==> src/hw/uart_transmitter.sv <==
`timescale 1ns/100ps

module uart_transmitter #(
  parameter int CLOCK_FREQ = 50_000_000,
  parameter int BAUD_RATE  = 115_200
) (
  input  logic       clk,
  input  logic       reset,
  input  logic [7:0] data_in,
  input  logic       data_in_valid,
  output logic       data_in_ready,
  output logic       serial_out
);

  localparam int SYMBOL_EDGE_TIME = CLOCK_FREQ / BAUD_RATE;  // Clocks per bit
  localparam int CNT_W            = $clog2(SYMBOL_EDGE_TIME);

  logic [CNT_W-1:0] clk_cnt;
  logic [3:0]       bit_cnt;
  logic [9:0]       tx_shift;  // Stop, data, start
  logic             busy;
  logic             symbol_edge;

  assign symbol_edge   = (clk_cnt == CNT_W'(SYMBOL_EDGE_TIME - 1));
  assign data_in_ready = ~busy;
  assign serial_out    = tx_shift[0];  // Line idles high

  always_ff @(posedge clk) begin
    if (reset) begin
      busy     <= 1'b0;
      clk_cnt  <= '0;
      bit_cnt  <= '0;
      tx_shift <= '1;
    end else if (!busy) begin
      clk_cnt <= '0;
      bit_cnt <= '0;
      if (data_in_valid) begin
        busy     <= 1'b1;
        tx_shift <= {1'b1, data_in, 1'b0};
      end
    end else if (symbol_edge) begin
      clk_cnt  <= '0;
      bit_cnt  <= bit_cnt + 4'd1;
      tx_shift <= {1'b1, tx_shift[9:1]};  // LSB first, refill with idle
      if (bit_cnt == 4'd9) begin
        busy <= 1'b0;  // End of stop bit
      end
    end else begin
      clk_cnt <= clk_cnt + 1'b1;
    end
  end

endmodule

==> config.mk <==
export PLATFORM = sky130hd
export DESIGN_NAME = uart_transmitter
export DESIGN_NICKNAME = d
export VERILOG_FILES = /design/src/hw/uart_transmitter.sv
export SDC_FILE = /design/constraint.sdc
export NUM_CORES = 1
export LEC_CHECK = 0
export ABC_CLOCK_PERIOD_IN_PS = 2000
export BUFFER_PORTS_ARGS = -buffer_cell sky130_fd_sc_hd__buf_2
export CAP_MARGIN = 10
export CORE_MARGIN = 1.5
export CORE_UTILIZATION = 27
export DETAILED_ROUTE_END_ITERATION = 12
export SYNTH_ARGS = -nofsm -noshare
export SYNTH_HDL_FRONTEND = slang
export SYNTH_SLANG_ARGS = --single-unit
==> constraint.sdc <==
create_clock -name clk -period 2 [get_ports clk]
set_input_delay 0.2 -clock clk [delete_from_list [all_inputs] [get_ports clk]]
set_output_delay 0.2 -clock clk [all_outputs]
set_load 0.005 [all_outputs]
[Word-level counts from Yosys, hierarchy flattened]
Index checks and enable logic that the tools add are counted.
Word-level totals
  register bits after elaboration: 24
  logic and storage cells: 21
Operators by class
  add/subtract/negate cells: 2
  equal/unequal tests: 3
  muxes and demuxes: 7
  bitwise operators: 1
  reduce and logical (&&, ||, !) cells: 4
Operators by type and width (number)
  $mux W10: 3
  $add A9 B1 Y9 const B: 1
  $eq A9 B9 Y1 const B: 1
  $add A4 B1 Y4 const B: 1
  $eq A4 B4 Y1 const B: 1
  $mux W1: 4
  $reduce_or A3 Y1: 1
  $ne A2 B1 Y1 const B: 1
  $reduce_and A2 Y1: 1
  $reduce_bool A2 Y1: 1
  $reduce_or A2 Y1: 1
  $not A1 Y1: 1

[Longest topological paths before layout]
  depth in word-level cells: 4
  depth in mapped cells: 6

[Worst setup path before layout]
No wires, ideal clock.
  path kind: register to register
  start point: reg clk_cnt[2]
  end point: reg bit_cnt[3]
  data arrival time: 1603 ps
  path slack: 276 ps
  stages on the path, launching flop included: 5
  path buffers: 1
  period minus slack after synthesis: 1724 ps
  cell sequence: dfxtp_1 -> or4b_1 -> buf_6 -> nor4_1 -> mux2_2
On the way
  cells in the longest elaborated chain, start to end: 1
Ends and longest elaborated chain
  from (decl): line 18  | logic [CNT_W-1:0] clk_cnt;
  from (signal assigned): line 49  | clk_cnt <= clk_cnt + 1'b1;
  $eq A9 B9 Y1: line 24  | assign symbol_edge = (clk_cnt == CNT_W'(SYMBOL_EDGE_TIME - 1));
  to (signal assigned): line 43  | bit_cnt <= bit_cnt + 4'd1;
  to (decl): line 19  | logic [3:0] bit_cnt;
No other way between the ends.
A chain may end at the register's enable or synchronous reset.

[Worst setup path in the final report]
Ends and elaborated chain as after synthesis.

==> metrics <==
most frequent cells in the layout=dfxtp_1 (23), a211oi_1 (16), buf_2 (12); clk slew on worst S/H paths=90 ps; CTS Sinks=23; Final Cycle Share=91.2%; die area=0.00512 mm²; slowest CP cell=or4b_1; Syn Nets=160; Routed Antenna Nets=0; final hold violation count=0; diodes inserted=0; Syn Inst Count=145; unrepaired setup endpoints after global routing=false; clock period minus worst slack=1820 ps; Hold Slack=237 ps; # DRC=0; Max clock buf depth=2; most common cell after layout, fill and taps aside=dfxtp_1; Clock Latency Late Sink=270 ps; Hold Path Depth=3; Die Y-Extent=71.6 µm; Lkg Pwr=just under 0.5 nW; fin. max-slew vios=0; Critical Path Start=clk_cnt[2]$_SDFF_PP0_; drt pass-1 iters=6; CP required=2160 ps; crit-path cells=or4b_1 -> nor4_1 -> mux2_2; outcome=finished, final reports clean; final total power=0.000884 W; Worst EP arrival=roughly 2000 ps; Layout area overhead=11.7%; sequential area share after synthesis=36.3%; CP endpoint kind=register; synthesized cell area=about 0.0013 mm²; Hold/Removal Path Class=input port to register; vias=1100; max_cap viols=0; Reg-to-Reg End=bit_cnt[3]$_SDFFE_PP0N_; final WL=2.78 mm; Core Rows=24; Total GRT Usage=12.2%; synth unique cells=42; worst r2r src=clk_cnt[2]$_SDFF_PP0_; CTS tree=done; Port-buffer cells=12; average wire per standard cell=13.5 µm; worst IR drop on VDD=around 0.27 mV; Layout Nets=170; Post-synth EDFFs=0; Post-CTS Hold Buffers=0; setup_tns=0 ps; Synth top area share=36.3%; worst rel slew slack=approximately 65%; f_max=548 MHz; Root Buffer=clkbuf_8; Die W=71.6 µm; Post-synth ARST share=0%; Area contributors post-synth=dfxtp_1 (36%), a211oi_1 (9.5%), nor3_1 (4.3%); GP Congestion=0.760; R2R cell count=3; CTS resizes=0; Hold EP=tx_shift[8]$_SDFFE_PP1P_; Setup Viol. Count Final=0; clock buffer count from CTS=3; R2R setup slack=180 ps; Core Area=0.00444 mm²; Synth warnings=0; main flop type after synthesis=dfxtp_1; Crit Path Max Fanout=7; beginning of the worst hold path=data_in[7]; Util after Layout=31.9%; vias in the first global route=1100; Worst-Margin Slew=532 ps; area leader, netlist=dfxtp_1; I/O pin count=13; share of layout cells above drive strength 1=16.2%; starting DRC count in detailed routing=27; crit-path max cell delay=670 ps; Post-CTS Setup Inserts=0; vias per std cell=5.34; final clock skew=10.3 ps; CP startpoint kind=register; H-tree Lvls=1; average instance area after synthesis=8.75 µm²; Overflow after GRT=0; initial antenna violation count=0; PD cells=623 mW/mm²; largest net degree at the start of global routing=20; critical path type=register to register; first-pass GRT wire length=roughly 5 mm; #FFs+latches synth=23; DP Wirelength=1.84 mm; Starting Density=28.5%
-- cell families after synthesis --
group | count (synthesis) | share of synthesized area (%)
xor gates and xnor gates | 3 | 2.07
AOI/OAI and AO/OA | 33 | 19.0
buffers and inverters | 18 | 5.92
DFF | 23 | 36.3
and+or+nand+nor | 62 | 31.0
adders and majority gates | 4 | 3.94
muxes | 2 | 1.78
-- metal layers --
metal	GRT usage (%)	share of wire, %	up-vias
li1	-	-	566
met1	15.3	52	520
met2	20.8	44	12
met3	3.52	3.1	2
met4	3.14	0.90	0
met5	0	0	-
-- state kept, by name, indices dropped and copies added (netlist names) --
name	count
busy	1
clk_cnt	9
tx_shift	9
bit_cnt	4
-- power breakdown --
part	internal, W	switching, W	leakage [nW]
clock	0.000139	0.000157	0.0255
combinational	0.0000446	0.0000437	0.275
sequential	0.000479	0.0000201	0.188
total	0.000663	0.000221	0.489
-- worst max-delay path: cells and delay by family (launching register included) --
kind             cells  cell delay (ps)
flip-flops           1              370
multiplexers         1              360
AND/OR/NAND/NOR      2              980
-- layout make-up --
class	count	area, µm²
sequential	23	460
clock inverter	1	5.00
clock buffer	3	41.3
timing repair buffer	15	82.6
tap	52	65.1
inverter	8	30.0
fill	485	3030
multi-input combinational	104	733
-- worst max-delay path by stage --
stage / slack [ps] / cells past startpoint / to
floorplan: 280 / 4 / bit_cnt[3]$_SDFFE_PP0N_
global placement: 230 / 3 / bit_cnt[3]$_SDFFE_PP0N_
detailed placement: 180 / 4 / bit_cnt[1]$_SDFFE_PP0N_
CTS: 180 / 4 / bit_cnt[1]$_SDFFE_PP0N_
global route: 90 / 4 / bit_cnt[1]$_SDFFE_PP0N_
finish: 180 / 3 / bit_cnt[3]$_SDFFE_PP0N_
-- synthesized netlist by cell type (4+ instances only) --
cell type / count
clkbuf_1: 8
nor3_1: 11
nor2_1: 4
nor3b_1: 7
a21oi_1: 4
a211oi_1: 16
inv_1: 7
ha_1: 4
nand2_1: 4
and3_1: 7
nand3_1: 4
nor2b_1: 8
dfxtp_1: 23
-- per-stage QoR --
step	worst slack (ps)	cell area, µm²	instances
3_5_place_dp	180	1370	202
3_3_place_gp	226	1370	202
6_report	175	1420	206
5_1_grt	86.7	1420	206
4_1_cts	180	1420	206
2_1_floorplan	276	1270	145
(Power assumes the default switching activity.)
