==> src/hw/lsu_pkg.sv <==
package lsu_pkg;

  typedef logic [31:0] word_t;
  typedef logic [3:0]  byte_en_t;  // One enable per byte lane

  // Access size and extension, RISC-V funct3 codes
  typedef enum logic [2:0] {
    FUNC_B  = 3'b000,
    FUNC_H  = 3'b001,
    FUNC_W  = 3'b010,
    FUNC_BU = 3'b100,
    FUNC_HU = 3'b101
  } lsu_func_e;

  // APB request, func is a sideband field from the master
  typedef struct packed {
    logic      psel;
    logic      penable;
    logic      pwrite;
    word_t     paddr;
    word_t     pwdata;
    lsu_func_e func;
  } apb_req_t;

  typedef struct packed {
    word_t prdata;
    logic  pready;
    logic  pslverr;
  } apb_rsp_t;

  // Decoded MMIO access, valid for one cycle
  typedef struct packed {
    logic       rd;
    logic       wr;
    logic [7:0] offset;  // Relative to 0x8000_0000
    word_t      wdata;
  } mmio_req_t;

  localparam logic [7:0] MMIO_UART_CTRL = 8'h00;  // Bit 0 tx ready, bit 1 rx valid
  localparam logic [7:0] MMIO_UART_RX   = 8'h04;  // Read takes the byte
  localparam logic [7:0] MMIO_UART_TX   = 8'h08;  // Write sends the low byte
  localparam logic [7:0] MMIO_CYCLE_CNT = 8'h10;
  localparam logic [7:0] MMIO_CNT_RST   = 8'h18;  // Any write clears the counter

endpackage

==> src/hw/mem_store_align.sv <==
`timescale 1ns/100ps

module mem_store_align (
  input  lsu_pkg::word_t    wdata,
  input  lsu_pkg::lsu_func_e func,
  input  logic [1:0]        byte_offset,
  output lsu_pkg::word_t    lane_data,
  output lsu_pkg::byte_en_t byte_en
);
  import lsu_pkg::*;

  int exp_ones;

  // Replicate the store data so every lane carries it
  always_comb begin
    case (func)
      FUNC_B, FUNC_BU: begin
        lane_data = {4{wdata[7:0]}};
        byte_en   = 4'b0001 << byte_offset;
      end
      FUNC_H, FUNC_HU: begin
        lane_data = {2{wdata[15:0]}};
        byte_en   = byte_offset[1] ? 4'b1100 : 4'b0011;  // Upper or lower half
      end
      FUNC_W: begin
        lane_data = wdata;
        byte_en   = 4'b1111;
      end
      default: begin
        lane_data = wdata;
        byte_en   = 4'b0000;  // Unknown size writes nothing
      end
    endcase
  end

  // Enabled lane count per access size
  always_comb begin
    case (func)
      FUNC_B, FUNC_BU: exp_ones = 1;
      FUNC_H, FUNC_HU: exp_ones = 2;
      FUNC_W:          exp_ones = 4;
      default:         exp_ones = 0;
    endcase
    assert #0 ($countones(byte_en) == exp_ones)
      else $error("store enables %b do not match access size %0d", byte_en, exp_ones);
  end

endmodule

==> config.mk <==
export PLATFORM = sky130hd
export DESIGN_NAME = mem_store_align
export DESIGN_NICKNAME = d
export VERILOG_FILES = /design/src/hw/lsu_pkg.sv /design/src/hw/mem_store_align.sv
export SDC_FILE = /design/constraint.sdc
export NUM_CORES = 1
export LEC_CHECK = 0
export BUFFER_PORTS_ARGS = -buffer_cell sky130_fd_sc_hd__buf_4
export CAP_MARGIN = 30
export CORE_MARGIN = 8
export CORE_UTILIZATION = 33
export DETAILED_ROUTE_END_ITERATION = 6
export PLACE_DENSITY = 0.94
export SYNTH_ARGS = -nofsm -noshare
export SYNTH_HDL_FRONTEND = slang
export SYNTH_SLANG_ARGS = --single-unit
==> constraint.sdc <==
create_clock -name vclk -period 2.6
set_input_delay 0.78 -clock vclk [all_inputs]
set_output_delay 0.78 -clock vclk [all_outputs]
set_load 0.1 [all_outputs]
Word-level counts from Yosys, hierarchy flattened --
Cells that the tools add are included.
Storage, ports and cells: word-level logic and storage cells 11, input bits 37, output and inout port bits 36, register bits 0
Operators by class: multiplexer cells 3, reduce and logical (&&, ||, !) cells 3, eq/ne operators 4, shift operators 1
Operator list (count):
- case mux 32 bit (2 select lines) | 1
- case mux 4 bit (3 select lines) | 1
- equality test 3 bit, second input constant | 2
- 2-to-1 mux 4 bit | 1
- OR reduction 2 bit | 2
- << shifter 1 x 2 -> 4 bit, first input constant | 1
- equality test 3 x 1 -> 1 bit, second input constant | 1
- equality test 3 x 2 -> 1 bit, second input constant | 1
- zero test 3 bit | 1

Logic depth before layout (Yosys ltp) --
word-level depth 3, gate-level depth with buffers 4, depth with buffers taken out 2

Worst setup path before layout --
OpenSTA, ideal clock, no wires.
path kind in2out, from input port func[1], to output port byte_en[0], arrival 3.338 ns, stages 3, slack -1.518 ns, required time 1.820 ns, buffers on the path 2, cells stage by stage buf_6 -> buf_2 -> o31ai_1
Between the ends: longest elaborated chain between the ends 3, elaborated cells on any way between the ends 8, those cells by class eq/ne: 4; mux: 1; reduce/logical: 3
RTL lines:
- start: declaration | RTL line mem_store_align.sv:5 | input lsu_pkg::lsu_func_e func,
- equality test 3 x 1 -> 1 bit (tied with other cells) | RTL line mem_store_align.sv:16 | case (func)
- OR reduction 2 bit (on tied branches)
- case mux 4 bit (3 select lines) (*) | RTL line mem_store_align.sv:16
- end: declaration | RTL line mem_store_align.sv:8 | output lsu_pkg::byte_en_t byte_en
Mark *: on every way between the ends. The rest lies on a longest branch, timed or not.

Worst setup path in the final report --
from input port func[0], to output port byte_en[1]
Same word-level chain as after synthesis.

==> metrics.json <==
{
  "run_status": {
    "run_status": "complete, no violations"
  },
  "timing": {
    "finalHoldViolCount": 0,
    "layout_setup_ws_ps": 43.2,
    "transition_at_the_pin_with_the_smallest_max_transition_slack_ps": 321,
    "slew_headroom_pct": 78.5,
    "final.period_utilization_pct": 98.3,
    "post-route-min-period_ps": 2560,
    "timing.fmax_mhz": 391,
    "setup-violations-final": 0,
    "maxSlewViolCount": 0
  },
  "global_route": {
    "met2_routing_resource_usage_after_global_routing_pct": 29.2,
    "globalRouteTotalUtil_pct": 14.5,
    "grt_util_met3_pct": 3.58,
    "grt_first_pass_wirelength_mm": 3.41,
    "antenna_found_initial": 0,
    "gr-usage-met1_pct": 15.6,
    "maximum_number_of_pins_on_one_net_before_global_route_repair": 17,
    "busiest_layer": "met2",
    "first_global_vias": 742,
    "grt.overflow.total": 0
  },
  "setup_path": {
    "delay_contributed_by_the_slowest_stage_of_the_critical_path_ps": 510,
    "cp_cell_sequence": "buf_4 > or3b_1 > o31ai_4 > buf_6",
    "cp_max_fo": 4,
    "critPathLaunchType": "input pin",
    "worstSetupPathDepth": 4,
    "cp.required_ps": 1820,
    "setup.worst_path.class": "in2out",
    "critical-path-top-delay-family": "simple AND/OR/NAND/NOR gates",
    "critPathBufInv": 2,
    "worstSetupEndpointType": "primary output",
    "critical_path.slowest_cell": "or3b_1",
    "data_arrival_at_the_endpoint_of_the_critical_path_ps": 1780
  },
  "drt": {
    "routed_wire_length_per_instance_um": 15.5,
    "antenna_left": 0,
    "remaining_drc_errors": 0,
    "num_vias": 697,
    "drt_pass1_iterations": 3,
    "finalWirelength_mm": 2.21,
    "post_drt_via_cell_ratio": 4.87,
    "drt_iter0_markers": 5
  },
  "final_layout": {
    "nClkBuffers": 0,
    "final-seq-area_sq_um": 0,
    "fillCellCount": 98,
    "num_antenna_cells": 0,
    "area_delta_synth_final_pct": 127,
    "drive_above_1_share_pct": 84.4,
    "design.final.nets": 167,
    "sequential_cell_total": 0
  },
  "floorplanning": {
    "die_span_in_x_um": 54.0,
    "die_height_um": 54.0,
    "boundaryPins": 73,
    "core.rowCount": 13,
    "floorplan.initialDensity_pct": 36.1,
    "die_area_sq_um": 2910,
    "core_region_area_sq_um": 1320
  },
  "power_and_ir_drop": {
    "p_leak_nw": 0.562,
    "total_power_w": 0.000510,
    "worst_ir_drop_vdd_uv": 345,
    "power.density_nw_per_um2": 473
  },
  "placement": {
    "placement.setup.worst_slack_ps": -10.4,
    "portBuffers": 73,
    "gp_congestion": 0.812,
    "dp_hpwl_mm": 1.96
  },
  "logic_synthesis": {
    "yosysTopAreaCell": "mux2_2",
    "synth_top_cell_area_share_pct": 37.9,
    "synthesis.nets": 98,
    "ys_types": 13,
    "ys_warn_count": 0,
    "proportion_of_synthesized_chip_area_in_sequential_cells_pct": 0,
    "synth_area_leaders": "mux2_2 38%, mux2i_1 17%, buf_4 14%",
    "syn-mean-instance-area_sq_um": 7.79,
    "post_synth_instance_area_sq_um": 475,
    "synthesis.instances": 61
  },
  "worst_hold_path": {
    "min-delay-path-class": "in2out",
    "min_path_cells": 2
  },
  "job": {
    "max-cap-violations": 0
  },
  "clock_tree": {
    "post-cts-setup-buffers": 0
  }
}
==> timing repair <==
action	CTS	global route
hold buffers	0	0
endpoints found under the setup margin	2	2
resized for setup	2	2
cloned	0	0
==> stage by stage <==
| step | setup TNS (ps) | util [%] | area (sq um) | hold slack, ps | std cells |
|---|---|---|---|---|---|
| final | 0 | 81.9 | 1080 | 1910 | 143 |
| after global routing | -3.57 | 81.9 | 1080 | 1910 | 143 |
| after CTS | 0 | 81.3 | 1070 | 1910 | 143 |
| after detailed placement | -17.2 | 80.7 | 1060 | 1910 | 143 |
| after global placement | 0 | 80.7 | 1060 | 1900 | 143 |
| after floorplan | -922 | - | 559 | 1770 | 61 |
==> layer usage <==
| metal | routed length [um] | part of all wire [%] | vias to the layer above |
|---|---|---|---|
| li1 | - | - | 349 |
| met1 | 726 | 33 | 310 |
| met2 | 1200 | 54 | 38 |
| met3 | 283 | 13 | 0 |
| met4 | 0 | 0 | 0 |
| met5 | 0 | 0 | - |
==> logic make-up after synthesis <==
family	synth area share, %
AOI/OAI and AO/OA	13.7
buffers and inverters	18.7
muxes	54.7
and+or+nand+nor	12.9
==> worst paths after layout <==
kind | from | endpoint | slack, ps
setup / recovery | func[0] | byte_en[1] | 40
hold / removal | wdata[2] | lane_data[2] | 1910
==> synthesized netlist by cell type <==
cell type / n
mux2_2: 16
o21ai_0: 10
buf_4: 9
mux2i_1: 8
nand2_1: 8
buf_2: 2
o31ai_1: 2
buf_6: 1
nand2b_1: 1
nor2_1: 1
nor2_2: 1
nor2b_1: 1
or3b_1: 1
==> cell type report <==
cell class	instances	area, sq um	area share (%)
tap	15	18.8	1.74
multi-input combinational	49	452	41.9
timing repair buffer	79	608	56.4
==> power breakdown <==
part | internal, W | switching [W]
logic | 0.000132 | 0.000378
registers | 0 | 0
clock network | 0 | 0
total | 0.000132 | 0.000378
==> layout by cell type (no fill, tap or decap), types with 2 or more instances in the layout <==
cell / synthesis / routed
mux2_2: 16 / 16
buf_6: 1 / 4
o31ai_4: 0 / 2
buf_4: 9 / 75
mux2i_1: 8 / 8
nand2_1: 8 / 8
o21ai_2: 0 / 10
Power figures use the tool's default switching activity.
