$ cat config.mk
export PLATFORM = sky130hd
export DESIGN_NAME = mmio_regs
export DESIGN_NICKNAME = d
export VERILOG_FILES = /design/src/hw/lsu_pkg.sv /design/src/hw/mmio_regs.sv
export SDC_FILE = /design/constraint.sdc
export NUM_CORES = 1
export LEC_CHECK = 0
export ABC_CLOCK_PERIOD_IN_PS = 2500
export BUFFER_PORTS_ARGS = -buffer_cell sky130_fd_sc_hd__buf_2
export CAP_MARGIN = 40
export CORE_MARGIN = 2
export CORE_UTILIZATION = 30
export CTS_BUF_LIST = sky130_fd_sc_hd__clkbuf_8
export DETAILED_ROUTE_END_ITERATION = 10
export GPL_TIMING_DRIVEN = 0
export PLACE_DENSITY = 0.63
export SLEW_MARGIN = 40
export SYNTH_ARGS = -nofsm -noshare
export SYNTH_HDL_FRONTEND = slang
export SYNTH_SLANG_ARGS = --single-unit
$ cat constraint.sdc
create_clock -name clk -period 2.5 [get_ports clk]
set_clock_uncertainty 0.05 [all_clocks]
set_input_delay 0.125 -clock clk [delete_from_list [all_inputs] [get_ports clk]]
set_output_delay 0.125 -clock clk [all_outputs]
set_load 0.1 [all_outputs]
$ cat src/hw/lsu_pkg.sv
package lsu_pkg;

  typedef logic [31:0] word_t;
  typedef logic [3:0]  byte_en_t;  // One enable per byte lane

  // Access size and extension, RISC-V funct3 codes
  typedef enum logic [2:0] {
    FUNC_B  = 3'b000,
    FUNC_H  = 3'b001,
    FUNC_W  = 3'b010,
    FUNC_BU = 3'b100,
    FUNC_HU = 3'b101
  } lsu_func_e;

  // APB request, func is a sideband field from the master
  typedef struct packed {
    logic      psel;
    logic      penable;
    logic      pwrite;
    word_t     paddr;
    word_t     pwdata;
    lsu_func_e func;
  } apb_req_t;

  typedef struct packed {
    word_t prdata;
    logic  pready;
    logic  pslverr;
  } apb_rsp_t;

  // Decoded MMIO access, valid for one cycle
  typedef struct packed {
    logic       rd;
    logic       wr;
    logic [7:0] offset;  // Relative to 0x8000_0000
    word_t      wdata;
  } mmio_req_t;

  localparam logic [7:0] MMIO_UART_CTRL = 8'h00;  // Bit 0 tx ready, bit 1 rx valid
  localparam logic [7:0] MMIO_UART_RX   = 8'h04;  // Read takes the byte
  localparam logic [7:0] MMIO_UART_TX   = 8'h08;  // Write sends the low byte
  localparam logic [7:0] MMIO_CYCLE_CNT = 8'h10;
  localparam logic [7:0] MMIO_CNT_RST   = 8'h18;  // Any write clears the counter

endpackage

$ cat src/hw/mmio_regs.sv
`timescale 1ns/100ps

module mmio_regs (
  input  logic               clk,
  input  logic               reset,
  input  lsu_pkg::mmio_req_t mmio_req,
  output lsu_pkg::word_t     rdata,
  output logic [7:0]         tx_data,
  output logic               tx_valid,
  input  logic               tx_ready,
  input  logic [7:0]         rx_data,
  input  logic               rx_valid,
  output logic               rx_ready
);
  import lsu_pkg::*;

  word_t cycle_cnt;
  word_t rd_mux;
  logic  cnt_clear;

  assign tx_data   = mmio_req.wdata[7:0];
  // A tx write while the transmitter is busy is dropped
  assign tx_valid  = mmio_req.wr && (mmio_req.offset == MMIO_UART_TX) && tx_ready;
  assign rx_ready  = mmio_req.rd && (mmio_req.offset == MMIO_UART_RX);  // Reading RX takes the byte
  assign cnt_clear = mmio_req.wr && (mmio_req.offset == MMIO_CNT_RST);

  always_ff @(posedge clk) begin
    if (reset || cnt_clear) begin
      cycle_cnt <= '0;
    end else begin
      cycle_cnt <= cycle_cnt + 32'd1;
    end
  end

  always_comb begin
    case (mmio_req.offset)
      MMIO_UART_CTRL: rd_mux = {30'b0, rx_valid, tx_ready};
      MMIO_UART_RX:   rd_mux = {24'b0, rx_data};
      MMIO_CYCLE_CNT: rd_mux = cycle_cnt;
      default:        rd_mux = '0;  // Write-only and unused offsets
    endcase
  end

  // One cycle read latency like the data memory
  always_ff @(posedge clk) begin
    rdata <= mmio_req.rd ? rd_mux : '0;
  end

  // An accepted byte must make the transmitter busy on the next cycle
  assert property (@(posedge clk) disable iff (reset)
    tx_valid |=> !tx_ready)
    else $error("transmitter still ready after taking a byte");

endmodule

Word level (Yosys, flattened, before mapping)
Index checks and enable logic that the tools add are counted.
{ "totals": {"reg_bits": 64, "latchBits": 0, "ram_bits": 0, "romBits": 0, "inputBits": 54, "output_inout_bits": 42, "word_cells": 14, "mem_count": 0} }
{ "op_classes": {"n_addsub": 1, "n_mul": 0, "div": 0, "n_lt_le_gt_ge": 0, "eq_ne": 4, "shifts": 0, "muxes": 1, "bitwise_logic": 0, "n_reduce_logical": 6} }
{ "op_table": {"columns": ["operator", "count"], "rows": [
  ["32-bit case mux with 3 select lines", 1],
  ["32-bit by 1-bit adder with 32-bit output, second input constant", 1],
  ["8-bit by 5-bit == test with 1-bit output, second input constant", 2],
  ["8-bit by 3-bit == test with 1-bit output, second input constant", 1],
  ["8-bit by 4-bit == test with 1-bit output, second input constant", 1],
  ["8-bit zero test", 1],
  ["1-bit logical AND", 4],
  ["1-bit logical OR", 1]
]} }

Logic depth before layout (Yosys ltp)
{ "depth": {"word_depth": 3, "depth_mapped": 6} }

Worst setup path after synthesis
OpenSTA, ideal clock, no wires.
{ "synth_path": {"kind": "in2out", "start": "input port mmio_req[37] (netlist bit)", "end": "output port rx_ready", "arrival_ns": 1.772, "setup_slack_ns": 0.553, "cell_stages": 4, "cell_sequence": "nor4_1 > and3_1 > clkbuf_1 > and2_1"} }
{ "synth_between": {"elab_chain_len": 2} }
{ "synth_rtl": {"columns": ["item", "line_no", "rtl"], "rows": [
  ["from (decl)", "mmio_regs.sv:6", "input lsu_pkg::mmio_req_t mmio_req,"],
  ["8-bit by 3-bit == test with 1-bit output", "mmio_regs.sv:24", "assign rx_ready = mmio_req.rd && (mmio_req.offset == MMIO_UART_RX);"],
  ["1-bit logical AND", "mmio_regs.sv:24", null],
  ["to (decl)", "mmio_regs.sv:13", "output logic rx_ready"]
]} }
Every way passes these cells.

Final worst setup path
{ "layout_path": {"start": "register cycle_cnt[0]", "end": "register cycle_cnt[26]"} }
{ "layout_between": {"elab_chain_len": 1} }
{ "layout_rtl": {"columns": ["item", "line_no", "rtl"], "rows": [
  ["from (decl)", "mmio_regs.sv:17", "word_t cycle_cnt;"],
  ["from (signal assigned)", "mmio_regs.sv:31", "cycle_cnt <= cycle_cnt + 32'd1;"],
  ["32-bit by 1-bit adder with 32-bit output", "mmio_regs.sv:31", null]
]} }
Every way passes these cells.
A chain may end at the register's enable or synchronous reset.

==> results by group <==
STA
  • Total negative slack: 0 ns
  • Crit path time final: 2.131 ns
  • Max Slew Vio Count: 0
  • Setup violators final: 0
  • RSZ-0062 raised after global routing: no
  • Final Hold Vio Count: 0
  • Relative slew slack: 55.01%
  • Fmax: between 400 and 500 MHz
  • Fin crit share: 85.26%
  • Actual slew at the worst max-slew pin: 0.6654 ns

Clock network
  • Worst-path clk slew: 0.07 ns
  • Sink Count: 64
  • CTS tree: done
  • Worst-skew pair later-pin latency: 0.34 ns
  • CTS resizes: 0
  • H-tree depth: 3
  • Root Driver: clkbuf_8
  • Clock buffer depth: 2
  • Num CTS Buffers: 9

Run status
  • Status: finished, final reports clean

Power and ir drop
  • Overall Power: 2.036 mW
  • Worst VDD drop: 0.2168 mV
  • Pwr dens: between 600 and 700 nW/um^2
  • Leak: 1.366 nW

GRT
  • Met1 Use GR: 16.84%
  • Antenna violations before repair: 0
  • Met2 Track Usage GR: about a fifth
  • Total GRT Usage: between 10% and 20%
  • Vias in the first global route: around 2.1k
  • Largest net degree at the start of global routing: 12
  • GRT Max-Usage Layer: met2
  • Total gr overflow: 0
  • Met3 Usage GRT: under 10%
  • First-pass GRT wire length: 9453 um

Synth
  • Cell variety after synth: 34
  • Top_reg_cell synth: dfxtp_1
  • Top-area cell type share of the netlist area: 50.02%
  • Post-Syn Area: 2561 um^2
  • Sequential fraction of the synthesis area: 50.02%
  • Post-Synthesis Net Count: 326
  • Most numerous cell in the Yosys netlist: dfxtp_1
  • Synth top cells by count: 64 x dfxtp_1, 28 x and3_1, 22 x nor2_1
  • Async set-reset flop share out of synthesis: 0%
  • YS warnings: 0
  • #FFs+latches synth: 64
  • Top cells by area, synth: dfxtp_1 50%, and3_1 6.8%, o31ai_1 4.1%, or4_1 3.8%, a21oi_1 3.5%
  • Dominant cell type by area after synthesis: dfxtp_1
  • Post-synth EDFFs: 0
  • Mean Syn Cell Area: roughly 9.5 um^2
  • Mapped Cells: 271

Finish
  • Layout cells sized above 1: 26.26%
  • Area Overhead vs Synth: 28.29%
  • Post-route cell area: between 3000 and 4000 um^2
  • Ant diodes: 0
  • Nets: around 410

Die
  • I/O pin count: 96
  • Initial Util: 31.02%
  • Core area: 8258 um^2
  • Die height: 96.40 um
  • Row count: 33
  • Die Area: 9292 um^2
  • Die X-Extent: ~96 um

Drt
  • DR WL/cell: 13.16 um
  • Vias: 2,328
  • Post-Route WL: roughly 6000 um
  • Avg Vias per Cell: roughly 5
  • DRT antenna net count: 0
  • DR DRC count: 0
  • Drt initial violations: between 150 and 200
  • Number of iterations in the first detailed-routing pass: 4

Worst setup path
  • WS Path Type: flip-flop to flip-flop
  • Worst EP required: 2.72 ns
  • CP Launch Type: flip-flop
  • Worst Path Arrival: 2.35 ns
  • Crit path capture type: flip-flop
  • R2R depth: 6
  • Critical Path Fanout Max: 10

Placed design
  • Post-DP HPWL: ~4300 um
  • RePlAce Congestion: between 0.7 and 0.8
  • Input/output buffers: 63
  • Placed cell area: 3008 um^2

Run
  • Max-cap violations: 0

Min path
  • Hold depth: 3
  • HP Class: input pin to flip-flop
[final cells by class]
cell class,instances,area (um^2)
fill,846,4972
sequential,64,1281
multi-input combinational,182,1155
timing repair buffer,71,395.4
clock buffer,10,137.6
tap,105,131.4
buffer,22,113.9
clock inverter,6,60.06
inverter,3,11.26
[registers in the layout, indices dropped and copies added, names as in the netlist]
signal / cells
rdata: 32
cycle_cnt: 32
[cell families (layout without fill, tap and decap cells)]
group	count (synthesis)	after routing	share of synthesized area (%)
AOI/OAI and AO/OA	48	48	12.12
xor gates and xnor gates	12	12	4.104
adders and majority gates	1	1	0.4884
buffers and inverters	25	112	4.885
DFF	64	64	50.02
and+or+nand+nor	121	121	28.38
[report_power, final]
group / internal, mW / total, mW / switching [mW]
sequential: 1.02 / 1.03 / 0.00595
clock: 0.482 / 0.879 / 0.397
combinational: 0.0418 / 0.128 / 0.0858
[routing by layer]
| layer | routed length (um) | part of all wire (%) | up-vias |
|---|---|---|---|
| met3 | 353 | 5.8 | 10 |
| met2 | 2771 | 45 | 69 |
| met1 | 2865 | 47 | 1085 |
| met4 | 102 | 1.7 | 0 |
| li1 | - | - | 1164 |
| met5 | 0 | 0 | - |
[per-stage QoR]
stage	worst slack, ns	instances	hold WS, ns	utilization, %
final	0.3686	463	0.06244	39.79
after detailed placement	0.3985	439	0.3314	36.42
after global routing	0.2316	463	0.08539	39.79
after floorplan	0.5526	271	0.2177	-
after global placement	0.4196	439	0.3249	36.42
after CTS	0.3796	463	0.05326	39.79
[critical path, cell delays in order, from the launching register on]
cell and delay, ns:
dfxtp_1 0.42, ha_1 0.24, and3_1 0.27, nand4_1 0.16
clkbuf_1 0.25, or4_1 0.50, a21oi_1 0.16
[path summary, 6_finish.rpt]
check | from | to | slack, ns
max | cycle_cnt[0] | cycle_cnt[26] | 0.37
min reg2reg | cycle_cnt[31] | cycle_cnt[31] | 0.44
min | reset | cycle_cnt[15] | 0.06
max reg2reg | cycle_cnt[0] | cycle_cnt[26] | 0.37
[timing repair]
action                                 CTS  global route
endpoints found under the hold margin    8             0
setup buffers                            0             0
hold buffers                             8             0
[cells in the final DEF, fill, tap and decap left out, drive strengths merged, types with 2 or more instances in the layout]
master       count
nor4             4
a21oi           18
nand2           12
a22oi            8
xor2             5
and3            28
nor2            22
nand3           11
and2             2
nand4            9
o31ai           14
o21ai            4
and4             7
dfxtp           64
xnor2            7
buf             72
clkinv           3
or4             15
inv              4
dlygate4sd3      8
or3              5
a2bb2oi          2
clkbuf          23
nor4b            3
(Power assumes the default switching activity.)
