==> src/hw/uart_receiver.sv <==
`timescale 1ns/100ps

module uart_receiver #(
  parameter int CLOCK_FREQ = 50_000_000,
  parameter int BAUD_RATE  = 115_200
) (
  input  logic       clk,
  input  logic       reset,
  input  logic       serial_in,
  output logic [7:0] data_out,
  output logic       data_out_valid,
  input  logic       data_out_ready
);

  localparam int SYMBOL_EDGE_TIME = CLOCK_FREQ / BAUD_RATE;
  localparam int SAMPLE_TIME      = SYMBOL_EDGE_TIME / 2;  // Middle of the bit
  localparam int CNT_W            = $clog2(SYMBOL_EDGE_TIME);

  logic [1:0]       rx_sync;
  logic             rx_bit;
  logic [CNT_W-1:0] clk_cnt;
  logic [3:0]       bit_cnt;  // 0 start, 1 to 8 data, 9 stop
  logic [7:0]       rx_shift;
  logic             busy;
  logic             has_byte;
  logic             symbol_edge;
  logic             sample_now;
  logic             byte_done;

  assign rx_bit         = rx_sync[1];
  assign symbol_edge    = (clk_cnt == CNT_W'(SYMBOL_EDGE_TIME - 1));
  assign sample_now     = busy && (clk_cnt == CNT_W'(SAMPLE_TIME));
  assign byte_done      = sample_now && (bit_cnt == 4'd9) && rx_bit;  // Needs a high stop bit
  assign data_out_valid = has_byte;

  // Two flop synchronizer on the async line
  always_ff @(posedge clk) begin
    if (reset) begin
      rx_sync <= 2'b11;
    end else begin
      rx_sync <= {rx_sync[0], serial_in};
    end
  end

  always_ff @(posedge clk) begin
    if (reset) begin
      busy    <= 1'b0;
      clk_cnt <= '0;
      bit_cnt <= '0;
    end else if (!busy) begin
      clk_cnt <= '0;
      bit_cnt <= '0;
      busy    <= ~rx_bit;  // Falling edge starts a frame
    end else begin
      clk_cnt <= symbol_edge ? '0 : clk_cnt + 1'b1;
      if (symbol_edge) begin
        bit_cnt <= bit_cnt + 4'd1;
      end
      if (sample_now && (bit_cnt == 4'd0) && rx_bit) begin
        busy <= 1'b0;  // Glitch, not a start bit
      end
      if (sample_now && (bit_cnt == 4'd9)) begin
        busy <= 1'b0;
      end
    end
  end

  always_ff @(posedge clk) begin
    if (sample_now && (bit_cnt >= 4'd1) && (bit_cnt <= 4'd8)) begin
      rx_shift <= {rx_bit, rx_shift[7:1]};  // LSB arrives first
    end
  end

  // Held until taken; a byte finishing while one is held is lost
  always_ff @(posedge clk) begin
    if (reset) begin
      has_byte <= 1'b0;
    end else if (byte_done && !has_byte) begin
      has_byte <= 1'b1;
    end else if (has_byte && data_out_ready) begin
      has_byte <= 1'b0;
    end
  end

  always_ff @(posedge clk) begin
    if (byte_done && !has_byte) begin
      data_out <= rx_shift;
    end
  end

endmodule

==> config.mk <==
export PLATFORM = sky130hd
export DESIGN_NAME = uart_receiver
export DESIGN_NICKNAME = d
export VERILOG_FILES = /design/src/hw/uart_receiver.sv
export SDC_FILE = /design/constraint.sdc
export NUM_CORES = 1
export LEC_CHECK = 0
export ABC_CLOCK_PERIOD_IN_PS = 2500
export BUFFER_PORTS_ARGS = -buffer_cell sky130_fd_sc_hd__buf_2
export CAP_MARGIN = 20
export CORE_ASPECT_RATIO = 1.1
export CORE_MARGIN = 2
export CORE_UTILIZATION = 45
export CTS_BUF_LIST = sky130_fd_sc_hd__clkbuf_4 sky130_fd_sc_hd__clkbuf_8
export CTS_CLUSTER_SIZE = 24
export DETAILED_ROUTE_END_ITERATION = 16
export PLACE_DENSITY = 0.64
export SLEW_MARGIN = 10
export SYNTH_ARGS = -nofsm -noshare
export SYNTH_HDL_FRONTEND = slang
export SYNTH_SLANG_ARGS = --single-unit
export TNS_END_PERCENT = 50
==> constraint.sdc <==
create_clock -name clk -period 2.5 [get_ports clk]
set_input_delay 0.25 -clock clk [delete_from_list [all_inputs] [get_ports clk]]
set_output_delay 0.25 -clock clk [all_outputs]
set_load 0.02 [all_outputs]
* After elaboration in Yosys (flattened, before gate mapping)
Index checks and enable logic that the tools add are counted.
** Word-level totals
- Flip-flop bits (word level) :: 33
- Bits of input ports :: 4
- Output and inout bits :: 9
- Logic and storage cells :: 35
** Cells by class
- Add/subtract/negate cells :: 2
- Magnitude comparators :: 2
- Eq/ne operators :: 3
- Multiplexer cells :: 5
- Bitwise gates (word level) :: 2
- Reductions and logical operators :: 14
** Operator list (number)
- $add 9x1->9 const B :: 1
- $eq 9x8->1 const B :: 1
- $eq 9x9->1 const B :: 1
- $logic_and 1x1->1 :: 9
- $mux 1 :: 5
- $add 4x1->4 const B :: 1
- $eq 4x4->1 const B :: 1
- $ge 4x1->1 const B :: 1
- $le 4x4->1 const B :: 1
- $logic_not 4->1 :: 1
- $reduce_or 3->1 :: 1
- $not 1->1 :: 2
- $reduce_bool 2->1 :: 1
- $reduce_or 2->1 :: 1
- $logic_not 1->1 :: 1

* Longest topological paths before layout
- Depth after elaboration :: 7
- Gate-level depth with buffers :: 6
- Depth with buffers taken out :: 5

* Least setup slack after synthesis
OpenSTA, ideal clock, no wires.
- Path kind :: register to register
- From :: reg clk_cnt[5]
- To :: reg rx_shift[0], enable pin
- Setup time :: 402 ps
- Arrival time :: 1940 ps
- Data required time :: 2098 ps
- Slack :: 158 ps
- Stages on the path, launching flop included :: 4
- Buffers on the path :: 0
- Clock period less this slack :: 2342 ps
- Path through :: dfxtp_1 or2_1 or3_1 a2111oi_1
** On the way
- Word-level cells in the longest chain between the ends :: 4
** RTL lines
- start: declaration :: line 21 : logic [CNT_W-1:0] clk_cnt;
- start signal: assignment :: line 55 : clk_cnt <= symbol_edge ? '0 : clk_cnt + 1'b1;
- $eq 9x8->1 :: line 32 : assign sample_now = busy && (clk_cnt == CNT_W'(SAMPLE_TIME));
- $logic_and 1x1->1 :: line 32
- $logic_and 1x1->1 (2 in a row) :: line 69 : if (sample_now && (bit_cnt >= 4'd1) && (bit_cnt <= 4'd8)) begin
- end signal: assignment :: line 70 : rx_shift <= {rx_bit, rx_shift[7:1]};
- end: declaration :: line 23 : logic [7:0] rx_shift;
Every way passes these cells.
A chain may end at the register's enable or synchronous reset.

* Worst setup path in the final report
- From :: reg clk_cnt[5]
- To :: reg data_out[6], enable pin
** On the way
- Word-level cells in the longest chain between the ends :: 5
** RTL lines
- $eq 9x8->1 :: line 32
- $logic_and 1x1->1 :: line 32
- $logic_and 1x1->1 (2 in a row) :: line 33 : assign byte_done = sample_now && (bit_cnt == 4'd9) && rx_bit;
- $logic_and 1x1->1 :: line 86 : if (byte_done && !has_byte) begin
- end signal: assignment :: line 87 : data_out <= rx_shift;
- end: declaration :: line 10 : output logic [7:0] data_out,
Every way passes these cells.

==> flow_summary.rst <==
.. list-table::
   :header-rows: 1

   * - Metric
     - Value
   * - Critical path's top delay family
     - simple AND/OR/NAND/NOR gates
   * - Mux cell area share after synthesis
     - 0%
   * - Cell Area, Synth
     - 1318 um2
   * - Final clock skew
     - 0.007670 ns
   * - Effective utilization at floorplan
     - 47.43%
   * - RR Endpoint
     - data_out[6]
   * - Arrival time reported for the critical path endpoint
     - 2.03 ns
   * - Post-CTS Setup Repair Bufs
     - 0
   * - Clock net sink count
     - 33
   * - Maximum number of pins on one net before global-route repair
     - 12
   * - Endpoints failing setup
     - 0
   * - Worst hold margin
     - 0.09473 ns
   * - Leakage dissipation
     - 0.4819 nW
   * - Final number of max-transition violations
     - 0
   * - RSZ-0062 raised after global routing
     - false
   * - Reg-to-Reg Start
     - clk_cnt[5]
   * - Post-Synth XOR/XNOR Area
     - 1.994%
   * - Maxcap violations
     - 0
   * - Data required time of the critical path
     - 2.47 ns
   * - Complex-gate fraction of the synthesized area
     - 10.54%
   * - Antenna Violating Nets Remaining
     - 0
   * - Syn nets
     - 119
   * - Average routed wire per standard cell
     - 12.69 um
   * - # diodes
     - 0
   * - Clock Pin Slew Worst Setup and Hold Paths
     - 0.10 ns
   * - Endpoint kind of the worst setup timing path
     - flip-flop
   * - Total via count after detailed routing
     - 888
   * - Final wirelength
     - 2.068 mm
   * - Synthesized instance count
     - 110
   * - Area fraction in and, or, nand and nor cells after synthesis
     - 18.61%
   * - Tmin final
     - 2.058 ns
   * - Critical path start-end classification
     - reg -> reg
   * - Final RePlAce weighted congestion
     - 0.7453
   * - # rows
     - 20
   * - Commonest cells after routing, fill and taps aside
     - 17 x dfxtp_1, 16 x edfxtp_1, 12 x buf_2
   * - Count of yosys warnings during synthesis
     - 0
   * - Top routing layer used
     - met4
   * - Top fanout value on the critical path
     - 8
   * - Depth of the worst hold-timing path
     - 2
   * - Cell accounting for the most synthesized area
     - edfxtp_1
   * - Drc violations
     - 0
   * - Share of cells above drive strength 1
     - 20.00%
   * - Proportion of netlist area held by the largest area contributor
     - 36.47%
   * - Post-synthesis cell type count
     - 32
   * - Slew Limit Headroom
     - 58.49%
   * - WL met3
     - 105 um
   * - First-pass iteration count of the detailed router
     - 4
   * - Cell total after placement
     - 155
   * - Adder-cell share of the synthesized area
     - 4.748%
   * - R2R setup slack
     - 0.44 ns
   * - Leading cell types by total area after synthesis
     - edfxtp_1 36%, dfxtp_1 26%, ha_1 4.7%
   * - Width of the chip
     - 55.59 um
   * - Post_cts resized
     - 0
   * - Outcome
     - finished, final reports clean
   * - Post-synthesis sequential area ratio
     - 62.30%
   * - Library cell contributing the largest single delay on the critical path
     - or4_4
   * - GRT overflow
     - 0
   * - Length in cells of the worst reg-to-reg path
     - 3
   * - Most common cell after layout, fill and taps aside
     - dfxtp_1
   * - Critical Path Max Stage Delay
     - 0.54 ns
   * - CTS H-tree lvls
     - 2
   * - Dominant combinational cell family by area after synthesis
     - simple AND/OR/NAND/NOR gates
   * - Port Buf Inserts
     - 12
   * - Growth of design area from synthesis to finish
     - 12.06%
   * - Final sum of negative setup slack
     - 0 ns
   * - I/O Pins
     - 13
   * - Slew at the pin with the worst max-slew slack
     - 0.6204 ns
   * - Cell area power density
     - 583.8 nW/um2
   * - Buffer and inverter count on the worst path
     - 0
   * - Beginning of the worst hold path
     - serial_in
   * - Average footprint of a synthesized cell
     - 11.98 um2
   * - Post-layout worst setup margin
     - 0.4417 ns
   * - Worst skew pair latency
     - 0.33 ns
   * - Root cell of the clock tree
     - clkbuf_4
   * - Wire length the detailed router placed on met1
     - 932 um
   * - Max Freq
     - 485.8 MHz
   * - Inserted Clock Buffers
     - 5
   * - Crit path launch type
     - flip-flop
   * - Worst slack at placement
     - 0.4171 ns
   * - Class of the tightest hold or removal check
     - in -> reg
   * - GR Util All Layers
     - 15.01%
   * - Number of antenna violations at the first check in global routing
     - 0
   * - Pwr Total
     - 862.0 uW
   * - Non-Filler Instances
     - 163
   * - Deepest clock path buffer count
     - 2
   * - Flip-flop and latch count after synthesis
     - 33
   * - Core area
     - 2778 um2
   * - Worst hold path endpoint
     - rx_sync[0]
   * - Net total in the final layout
     - 138
   * - Series of cell instances along the critical path
     - or2_1 -> or4_4 -> nor2_1
   * - Final hold violations
     - 0
   * - Clock tree from TritonCTS
     - done
   * - Max IR drop VDD
     - 336.3 uV
   * - Die outline height
     - 60.75 um
   * - Global-route wire length before repair
     - 3.719 mm
   * - Total met2 wirelength after detailed routing
     - 980 um
   * - Dpl hpwl
     - 1.487 mm
   * - Final worst path period share
     - 82.33%
   * - Initial drt markers
     - 17
   * - Via/cell ratio
     - 5.448
   * - Die area
     - 3377 um2
   * - Via count of the first global-routing pass
     - 874
   * - Cts-stage hold buffer count
     - 0
## final cells by class
cell class	instances	area [um2]
Fill cell	245	1301
Multi-Input combinational cell	71	473.0
Clock inverter	3	17.52
Timing Repair Buffer	13	67.56
Clock buffer	5	37.54
Inverter	5	18.77
Sequential cell	33	820.8
Tap cell	33	41.29
## power by group
part           internal, mW  switching (mW)  total, mW
combinational       0.00526         0.00595     0.0112
sequential            0.564         0.00239      0.566
clock                 0.106           0.179      0.285
total                 0.675           0.187      0.862
## layer usage
layer,global-route usage [%],vias up
li1,-,446
met1,15.60,423
met2,26.53,14
met3,5.970,5
met4,8.362,0
met5,0,-
## stage by stage
step	instance area (um2)	utilization [%]
finish	1476	53.15
floorplan	1318	-
CTS	1476	53.15
detailed placement	1421	51.17
global route	1476	53.15
global placement	1421	51.17
## worst max path at each step
| stage | startpoint | to | slack [ns] | depth (start not counted) |
|---|---|---|---|---|
| floorplan | clk_cnt[5] | rx_shift[0] | 0.16 | 3 |
| global placement | clk_cnt[5] | data_out[0] | 0.51 | 3 |
| detailed placement | clk_cnt[5] | data_out[0] | 0.42 | 3 |
| CTS | clk_cnt[5] | data_out[6] | 0.40 | 3 |
| global route | clk_cnt[5] | data_out[6] | 0.32 | 3 |
| finish | clk_cnt[5] | data_out[6] | 0.44 | 3 |
## cells by family after synthesis
kind of cell / after synthesis
and+or+nand+nor: 41
DFF: 33
AOI/OAI and AO/OA: 22
buffers and inverters: 6
adders and majority gates: 5
xor gates and xnor gates: 3
## synthesized netlist by cell type (all sizes together)
| master | number |
|---|---|
| ha | 5 |
| or4 | 5 |
| a21oi | 9 |
| nand3b | 1 |
| xnor2 | 1 |
| nand4 | 1 |
| xor2 | 2 |
| or2 | 4 |
| dfxtp | 17 |
| a31oi | 1 |
| nor4bb | 1 |
| nand2b | 2 |
| inv | 5 |
| buf | 1 |
| nand4b | 1 |
| o31ai | 5 |
| nand2 | 5 |
| and4b | 1 |
| a21o | 1 |
| nor3 | 1 |
| nand4bb | 1 |
| or3 | 3 |
| edfxtp | 16 |
| a2111oi | 1 |
| and3b | 1 |
| nor2 | 7 |
| o21a | 1 |
| nand3 | 7 |
| o21ai | 4 |
## sequential cells by signal (all words and copies together), names as in the netlist
signal,count
clk_cnt,9
rx_sync,2
rx_shift,8
busy,1
bit_cnt,4
data_out,8
data_out_valid,1
Power figures use the tool's default switching activity.
