[src/hw/lsu_pkg.sv]
package lsu_pkg;

  typedef logic [31:0] word_t;
  typedef logic [3:0]  byte_en_t;  // One enable per byte lane

  // Access size and extension, RISC-V funct3 codes
  typedef enum logic [2:0] {
    FUNC_B  = 3'b000,
    FUNC_H  = 3'b001,
    FUNC_W  = 3'b010,
    FUNC_BU = 3'b100,
    FUNC_HU = 3'b101
  } lsu_func_e;

  // APB request, func is a sideband field from the master
  typedef struct packed {
    logic      psel;
    logic      penable;
    logic      pwrite;
    word_t     paddr;
    word_t     pwdata;
    lsu_func_e func;
  } apb_req_t;

  typedef struct packed {
    word_t prdata;
    logic  pready;
    logic  pslverr;
  } apb_rsp_t;

  // Decoded MMIO access, valid for one cycle
  typedef struct packed {
    logic       rd;
    logic       wr;
    logic [7:0] offset;  // Relative to 0x8000_0000
    word_t      wdata;
  } mmio_req_t;

  localparam logic [7:0] MMIO_UART_CTRL = 8'h00;  // Bit 0 tx ready, bit 1 rx valid
  localparam logic [7:0] MMIO_UART_RX   = 8'h04;  // Read takes the byte
  localparam logic [7:0] MMIO_UART_TX   = 8'h08;  // Write sends the low byte
  localparam logic [7:0] MMIO_CYCLE_CNT = 8'h10;
  localparam logic [7:0] MMIO_CNT_RST   = 8'h18;  // Any write clears the counter

endpackage

[src/hw/mem_load_extract.sv]
`timescale 1ns/100ps

module mem_load_extract (
  input  lsu_pkg::word_t     rdata,
  input  lsu_pkg::lsu_func_e func,
  input  logic [1:0]         byte_offset,
  output lsu_pkg::word_t     data
);
  import lsu_pkg::*;

  logic [7:0]  sel_byte;
  logic [15:0] sel_half;

  // Addressed lanes moved down to bit 0
  assign sel_byte = rdata[{byte_offset, 3'b000} +: 8];
  assign sel_half = byte_offset[1] ? rdata[31:16] : rdata[15:0];  // Odd halfwords never get here

  always_comb begin
    case (func)
      FUNC_B: begin
        data = {{24{sel_byte[7]}}, sel_byte};
      end
      FUNC_BU: begin
        data = {24'b0, sel_byte};
      end
      FUNC_H: begin
        data = {{16{sel_half[15]}}, sel_half};
      end
      FUNC_HU: begin
        data = {16'b0, sel_half};
      end
      FUNC_W: begin
        data = rdata;
      end
      default: begin
        data = rdata;
      end
    endcase
  end

endmodule

[config.mk]
export PLATFORM = sky130hd
export DESIGN_NAME = mem_load_extract
export DESIGN_NICKNAME = d
export VERILOG_FILES = /design/src/hw/lsu_pkg.sv /design/src/hw/mem_load_extract.sv
export SDC_FILE = /design/constraint.sdc
export NUM_CORES = 1
export LEC_CHECK = 0
export BUFFER_PORTS_ARGS = -buffer_cell sky130_fd_sc_hd__buf_4
export CORE_MARGIN = 10
export CORE_UTILIZATION = 40
export DETAILED_ROUTE_END_ITERATION = 6
export GPL_TIMING_DRIVEN = 0
export PLACE_DENSITY = 0.86
export SYNTH_ARGS = -nofsm -noshare
export SYNTH_HDL_FRONTEND = slang
export SYNTH_SLANG_ARGS = --single-unit
[constraint.sdc]
create_clock -name vclk -period 2.05
set_input_delay 0.205 -clock vclk [all_inputs]
set_output_delay 0.205 -clock vclk [all_outputs]
set_load 0.005 [all_outputs]
### Word level (Yosys, flattened, before mapping)

Index checks and enable logic that the tools add are counted.

| storage, ports and cells | value |
|---|---|
| register bits after elaboration | 0 |
| output and inout port bits | 32 |
| bits of input ports | 37 |
| word-level logic and storage cells | 7 |

| operators by class | value |
|---|---|
| shifts and indexed selects | 1 |
| mux-type cells | 2 |
| equal/unequal tests | 3 |
| reductions and logical operators | 1 |

Operator list:

| cell | count |
|---|---|
| 32-bit case mux with 4 select lines | 1 |
| 32-bit by 6-bit variable part select with 8-bit output | 1 |
| 16-bit two-way mux | 1 |
| 3-bit equality test, second input constant | 2 |
| 3-bit by 1-bit equality test with 1-bit output, second input constant | 1 |
| 3-bit logical NOT | 1 |

### Longest topological paths before layout

Gate-level depths: netlist (run 1).

| logic depth | value |
|---|---|
| word-level depth | 2 |
| mapped depth | 5 |
| depth with buffers taken out | 3 |

### Worst setup path before layout (run 1)

Ideal clock, no wire load.

| timing | value |
|---|---|
| path type | input port to output port |
| start | input func[0] |
| end | output data[16] |
| stages | 5 |
| path buffers | 2 |
| path slack | 749 ps |
| arrival | 1096 ps |
| required time | 1845 ps |
| path through | buf_4 -> inv_1 -> o31a_4 -> buf_6 -> a2bb2oi_2 |

| on the way | value |
|---|---|
| cells in the longest elaborated chain, start to end | 2 |
| elaborated cells on any way between the ends | 5 |
| classes of those cells | eq/ne (3); mux (1); reduce/logical (1) |

RTL lines:

| item | RTL line | source |
|---|---|---|
| from (decl) | mem_load_extract.sv:5 | `input lsu_pkg::lsu_func_e func,` |
| 3-bit equality test (tied with other cells) | mem_load_extract.sv:19 | `case (func)` |
| 32-bit case mux with 4 select lines (*) | mem_load_extract.sv:19 |  |
| to (decl) | mem_load_extract.sv:7 | `output lsu_pkg::word_t data` |

Every way passes the cells marked *; elsewhere a longest branch is shown, timed or not.

### Final worst setup path (run 1)

| timing | value |
|---|---|
| start | input func[1] |
| end | output data[2] |

The elaborated chain is that of the path after synthesis.

==> out/metrics.cfg, run 1 <==
[outcome]
status = finished clean

[yosys]
syn_area_um2 = 846
avgSynthCellArea_um2 = 8.81
seq_area_frac_synth = 0
syn-num-nets = 133
syn_inst = 96
ys_warn_count = 0
synth_compound_area_frac = 0.587
ys_types = 28
synth_top_family_by_area = compound AO/OA/AOI/OAI gates
synthAdderAreaFrac = 0
synthXorXnorAreaFrac = 0
muxShareOfSynthArea = 0.142
synthSimpleGateAreaFrac = 0.178

[final_layout]
drive_above_1_share = 0.598
seq_cell_count = 0
nets = 203
n_antenna_cell = 0
seqCellArea_um2 = 0
area_delta_synth_final_pct = 64.3
final_area_um2 = 1390
clkbuf_count = 0

[detailed_routing]
routed_wl_mm = 3.85
antenna_left = 0
drt_iter0_markers = 100
post_drt_wl_per_cell_um = 20.2
avgViaCountPerCell = 6.02
drtPass1Iterations = 4
remaining_drc_errors = 0
dr_total_vias = 1149

[die]
die_h_um = 66.0
ios = 69
rows = 16
start_util = 0.427
die_w_um = 66.0
core_um2 = 1980
die_area_um2 = 4350

[sta]
relSlewSlack = 0.520
setup_viol = 0
period_needed_ps = 1720
hold_viol_final = 0
max_freq_mhz = 583
min_period_over_period = 0.837
rsz0062_at_grt = no
setup_tns_ps = 0
worstMarginPinSlew_ps = 720
maxSlewViolCount = 0

[power]
power.density_nw_per_um2 = 274
p_leak_uw = 0.000660
ir_drop_v = 0.000146
finalPower_uw = 381

[setup_path]
critPathRequiredTime_ps = 1850
crit_type = in2out
cp.arrival_ps = 1510
endpoint_kind = primary output
path_max_fanout = 8
start_kind = input pin

[placement]
place.gp.congestion = 0.815
postPlaceCellArea_um2 = 1390
dp_hpwl_mm = 3.16
io_buffers = 68

[grt]
grt_use_total = 0.157
grt_pass1_vias = 1180
grt_max_degree = 11
grt_overflow_total = 0
antenna_found_initial = 0
grt_pass1_wl_mm = 5.79

[clocking]
cts_resized = 0
cts_hold_buf = 0
cts_setup_buffers = 0

[job]
maxCapViolations = 0

[min_path]
hp-class = in2out

==> Yosys cell counts (all sizes together) <==
cell type	instances	area share
nor3	1	0.0059
o221ai	5	0.052
a221o	6	0.071
clkinv	1	0.0044
mux2i	6	0.071
nor3b	1	0.015
a22oi	1	0.025
clkbuf	4	0.018
inv	1	0.0044
buf	6	0.067
nand2b	1	0.0074
a22o	2	0.021
nor2	4	0.018
o21ai	1	0.010
a21oi	7	0.041
or3b	1	0.010
nor2b	10	0.074
nand2	5	0.022
nor4b	1	0.010
mux2	5	0.071
a2bb2oi	20	0.31
and3	2	0.015
o21a	3	0.027
o31a	1	0.021
a211oi	1	0.0089
==> critical path, stage by stage <==
cell      delay, ps
buf_4           140
nor2b_1         110
clkbuf_1        330
nor2b_1         370
a221o_1         240
buf_4           120
==> cell usage in the layout (no fill, tap or decap), types with 2 or more instances in the layout <==
master	synthesis	layout
mux2i_1	6	6
nor2b_1	10	10
nand2_1	5	5
a221o_1	6	6
buf_4	3	71
clkbuf_1	4	4
mux2_2	4	4
a22o_1	2	2
a2bb2oi_1	6	6
a21oi_1	7	7
and3_1	2	2
o221ai_1	5	5
buf_6	3	3
nor2_1	4	4
o21a_1	3	3
a2bb2oi_2	14	14
==> metal layers <==
layer  vias to the layer above  global-route usage  wire (um)
li1                        528                   -          -
met1                       561               0.175       1350
met2                        58               0.306       2190
met3                         2              0.0305        300
met4                         0              0.0105         15
met5                         -                   0          0
==> where the power goes <==
group / internal, uW / leakage (uW) / switching, uW
Clock: 0 / 0 / 0
Combinational: 219 / 0.000660 / 162
Sequential: 0 / 0 / 0
==> layout make-up <==
cell class / count / area, um^2
Tap cell: 27 / 33.8
Inverter: 2 / 7.51
Multi-Input combinational cell: 84 / 767
Fill cell: 164 / 592
Buffer: 10 / 71.3
Timing Repair Buffer: 68 / 510
==> per-stage QoR <==
stage                util  cells  worst slack (ps)  hold WS [ps]
detailed placement  0.701    191               382           716
floorplan               -     96               749           511
global route        0.701    191               303           728
global placement    0.701    191               423           710
CTS                 0.701    191               385           716
finish              0.701    191               334           720
==> final timing paths <==
| kind | from | to | cells past startpoint |
|---|---|---|---|
| hold / removal | rdata[6] | data[6] | 3 |
| setup / recovery | func[1] | data[2] | 6 |
==> cells by family (layout without fill, tap and decap cells) <==
| family | count (synthesis) | count (layout) |
|---|---|---|
| and+or+nand+nor | 26 | 26 |
| muxes | 11 | 11 |
| buffers and inverters | 12 | 80 |
| AOI/OAI and AO/OA | 47 | 47 |
Note: power is estimated with default switching activity, not from simulation.
==> inputs of run 2 (changes only) <==
ABC_AREA = 1   (was not set)
PLACE_DENSITY = 0.87   (was 0.86)
clock period = 1.7 ns   (was 2.05 ns; I/O delays follow)
==> out/metrics.cfg, run 2 <==
[outcome]
status = finished clean

[setup_path]
path_cells = buf_4 > buf_4 > inv_1 > o21ai_0 > nor2_1 > nand2_1 > nand3_1 > buf_4
cpMostUsedCell = buf_4
path_max_fanout = 10
critPathRequiredTime_ps = 1530
cp_slowest_cell = nor2_1
crit_type = in2out
start_kind = input pin
endpoint_kind = primary output
cp.arrival_ps = 1170
worst_path_largest_cell_delay_ps = 200

[detailed_routing]
routed_wl_mm = 3.63
post_drt_wl_per_cell_um = 14.3
drt_iter0_markers = 70
dr_total_vias = 1286
antenna_left = 0
avgViaCountPerCell = 5.06
drtPass1Iterations = 4
remaining_drc_errors = 0

[die]
die_area_um2 = 4230
start_util = 0.418
die_w_um = 65.1
rows = 16
core_um2 = 1940
die_h_um = 65.1
ios = 69

[yosys]
syn-num-nets = 196
syn_inst = 159
ys_types = 19
synth_top_area_frac = 0.263
avgSynthCellArea_um2 = 5.11
ys_warn_count = 0
seq_area_frac_synth = 0
synth_common_cells = nand2_1, nand3_1, inv_1
syn_area_um2 = 812
synthTopCellsByArea = nand2_1, nand3_1, nand3_2
yosysTopAreaCell = nand2_1
synth.most_common_cell = nand2_1

[power]
p_comb_frac = 1.000
p_clk_frac = 0
ir_drop_v = 0.000167
power.density_nw_per_um2 = 289
p_leak_uw = 0.000840
sequentialPowerShare = 0
cell_internal_pwr_uw = 213
switching_share = 0.457
switching_power_uw = 179

[clocking]
cts_resized = 0
cts_setup_buffers = 0
cts_hold_buf = 0

[sta]
maxSlewViolCount = 0
worstMarginPinSlew_ps = 355
hold_viol_final = 0
rsz0062_at_grt = no
relSlewSlack = 0.761
max_freq_mhz = 746
period_needed_ps = 1340
setup_tns_ps = 0
setup_viol = 0
min_period_over_period = 0.789
setup_slack_ps = 359

[placement]
place.gp.congestion = 0.861
pre_cts_slack_ps = 376
dp_hpwl_mm = 2.99
io_buffers = 68

[grt]
grt_max_degree = 11
antenna_found_initial = 0
grt_pass1_wl_mm = 5.83
grt_overflow_total = 0
grt_use_total = 0.159
grt_pass1_vias = 1254

[final_layout]
clkbuf_count = 0
n_antenna_cell = 0
final_cell_mix = buf_4, nand2_1, nand3_1
layout_commonest_cell = buf_4
area_delta_synth_final_pct = 67.0
drive_above_1_share = 0.432
seq_cell_count = 0
nets = 266
seqCellArea_um2 = 0
final_util = 0.698

[min_path]
whs_endpoint = data[6]
min_from = rdata[22]
worstHoldPathCells = 4
hp-class = in2out

[job]
maxCapViolations = 0

## run 2: changes by cell type after synthesis, moves of 7 or more
cell,before,now
nand3_1,0,42
a21oi_1,7,0
nor2b_1,10,0
nand2_1,5,57
nand3_2,0,8
inv_1,1,12
a2bb2oi_2,14,0
## run 2: routing by layer
metal	vias to the layer above	GRT usage	share of wire
li1	655	-	-
met1	573	0.187	0.41
met2	56	0.293	0.50
met3	2	0.0361	0.085
met4	0	0.0134	0.0074
met5	-	0	0
## run 2: stage by stage
step,cells,area (um^2),power (uW),hold WS [ps]
after floorplan,159,812,174,440
after global placement,254,1360,385,624
after detailed placement,254,1360,393,632
after CTS,254,1360,394,633
after global routing,254,1360,432,650
final,254,1360,392,630
## run 2: cell type report
type | count | area (um^2)
buffer | 10 | 86.3
multi-input combinational | 135 | 671
tap | 27 | 33.8
inverter | 14 | 55.1
timing repair buffer | 68 | 510
fill | 180 | 586
## run 2: logic make-up (layout without fill, tap and decap cells)
group,count (synthesis),count (layout),synth area share
buffers and inverters,24,92,0.174
AO/OA/AOI/OAI,7,7,0.0493
AND/OR/NAND/NOR,128,128,0.777
## run 2: power by group through the flow
stage / logic, uW / clock network [uW] / registers (uW)
final: 392 / 0 / 0
after global routing: 432 / 0 / 0
after CTS: 394 / 0 / 0
after detailed placement: 393 / 0 / 0
after global placement: 385 / 0 / 0
after floorplan: 174 / 0 / 0
## run 2: worst max-delay path, delay by kind of cell
kind	cells	cell delay [ps]
AOI/OAI and AO/OA	1	150
and+or+nand+nor	3	350
buffers and inverters	4	490
## run 2: worst max path at each step
stage                     to  cells after the start  slack (ps)            from
floorplan           data[16]                      7         690  byte_offset[1]
global placement     data[0]                      8         400         func[1]
detailed placement   data[0]                      8         380         func[1]
CTS                  data[0]                      8         370         func[1]
global route         data[6]                      7         240         func[1]
finish               data[0]                      8         360         func[1]
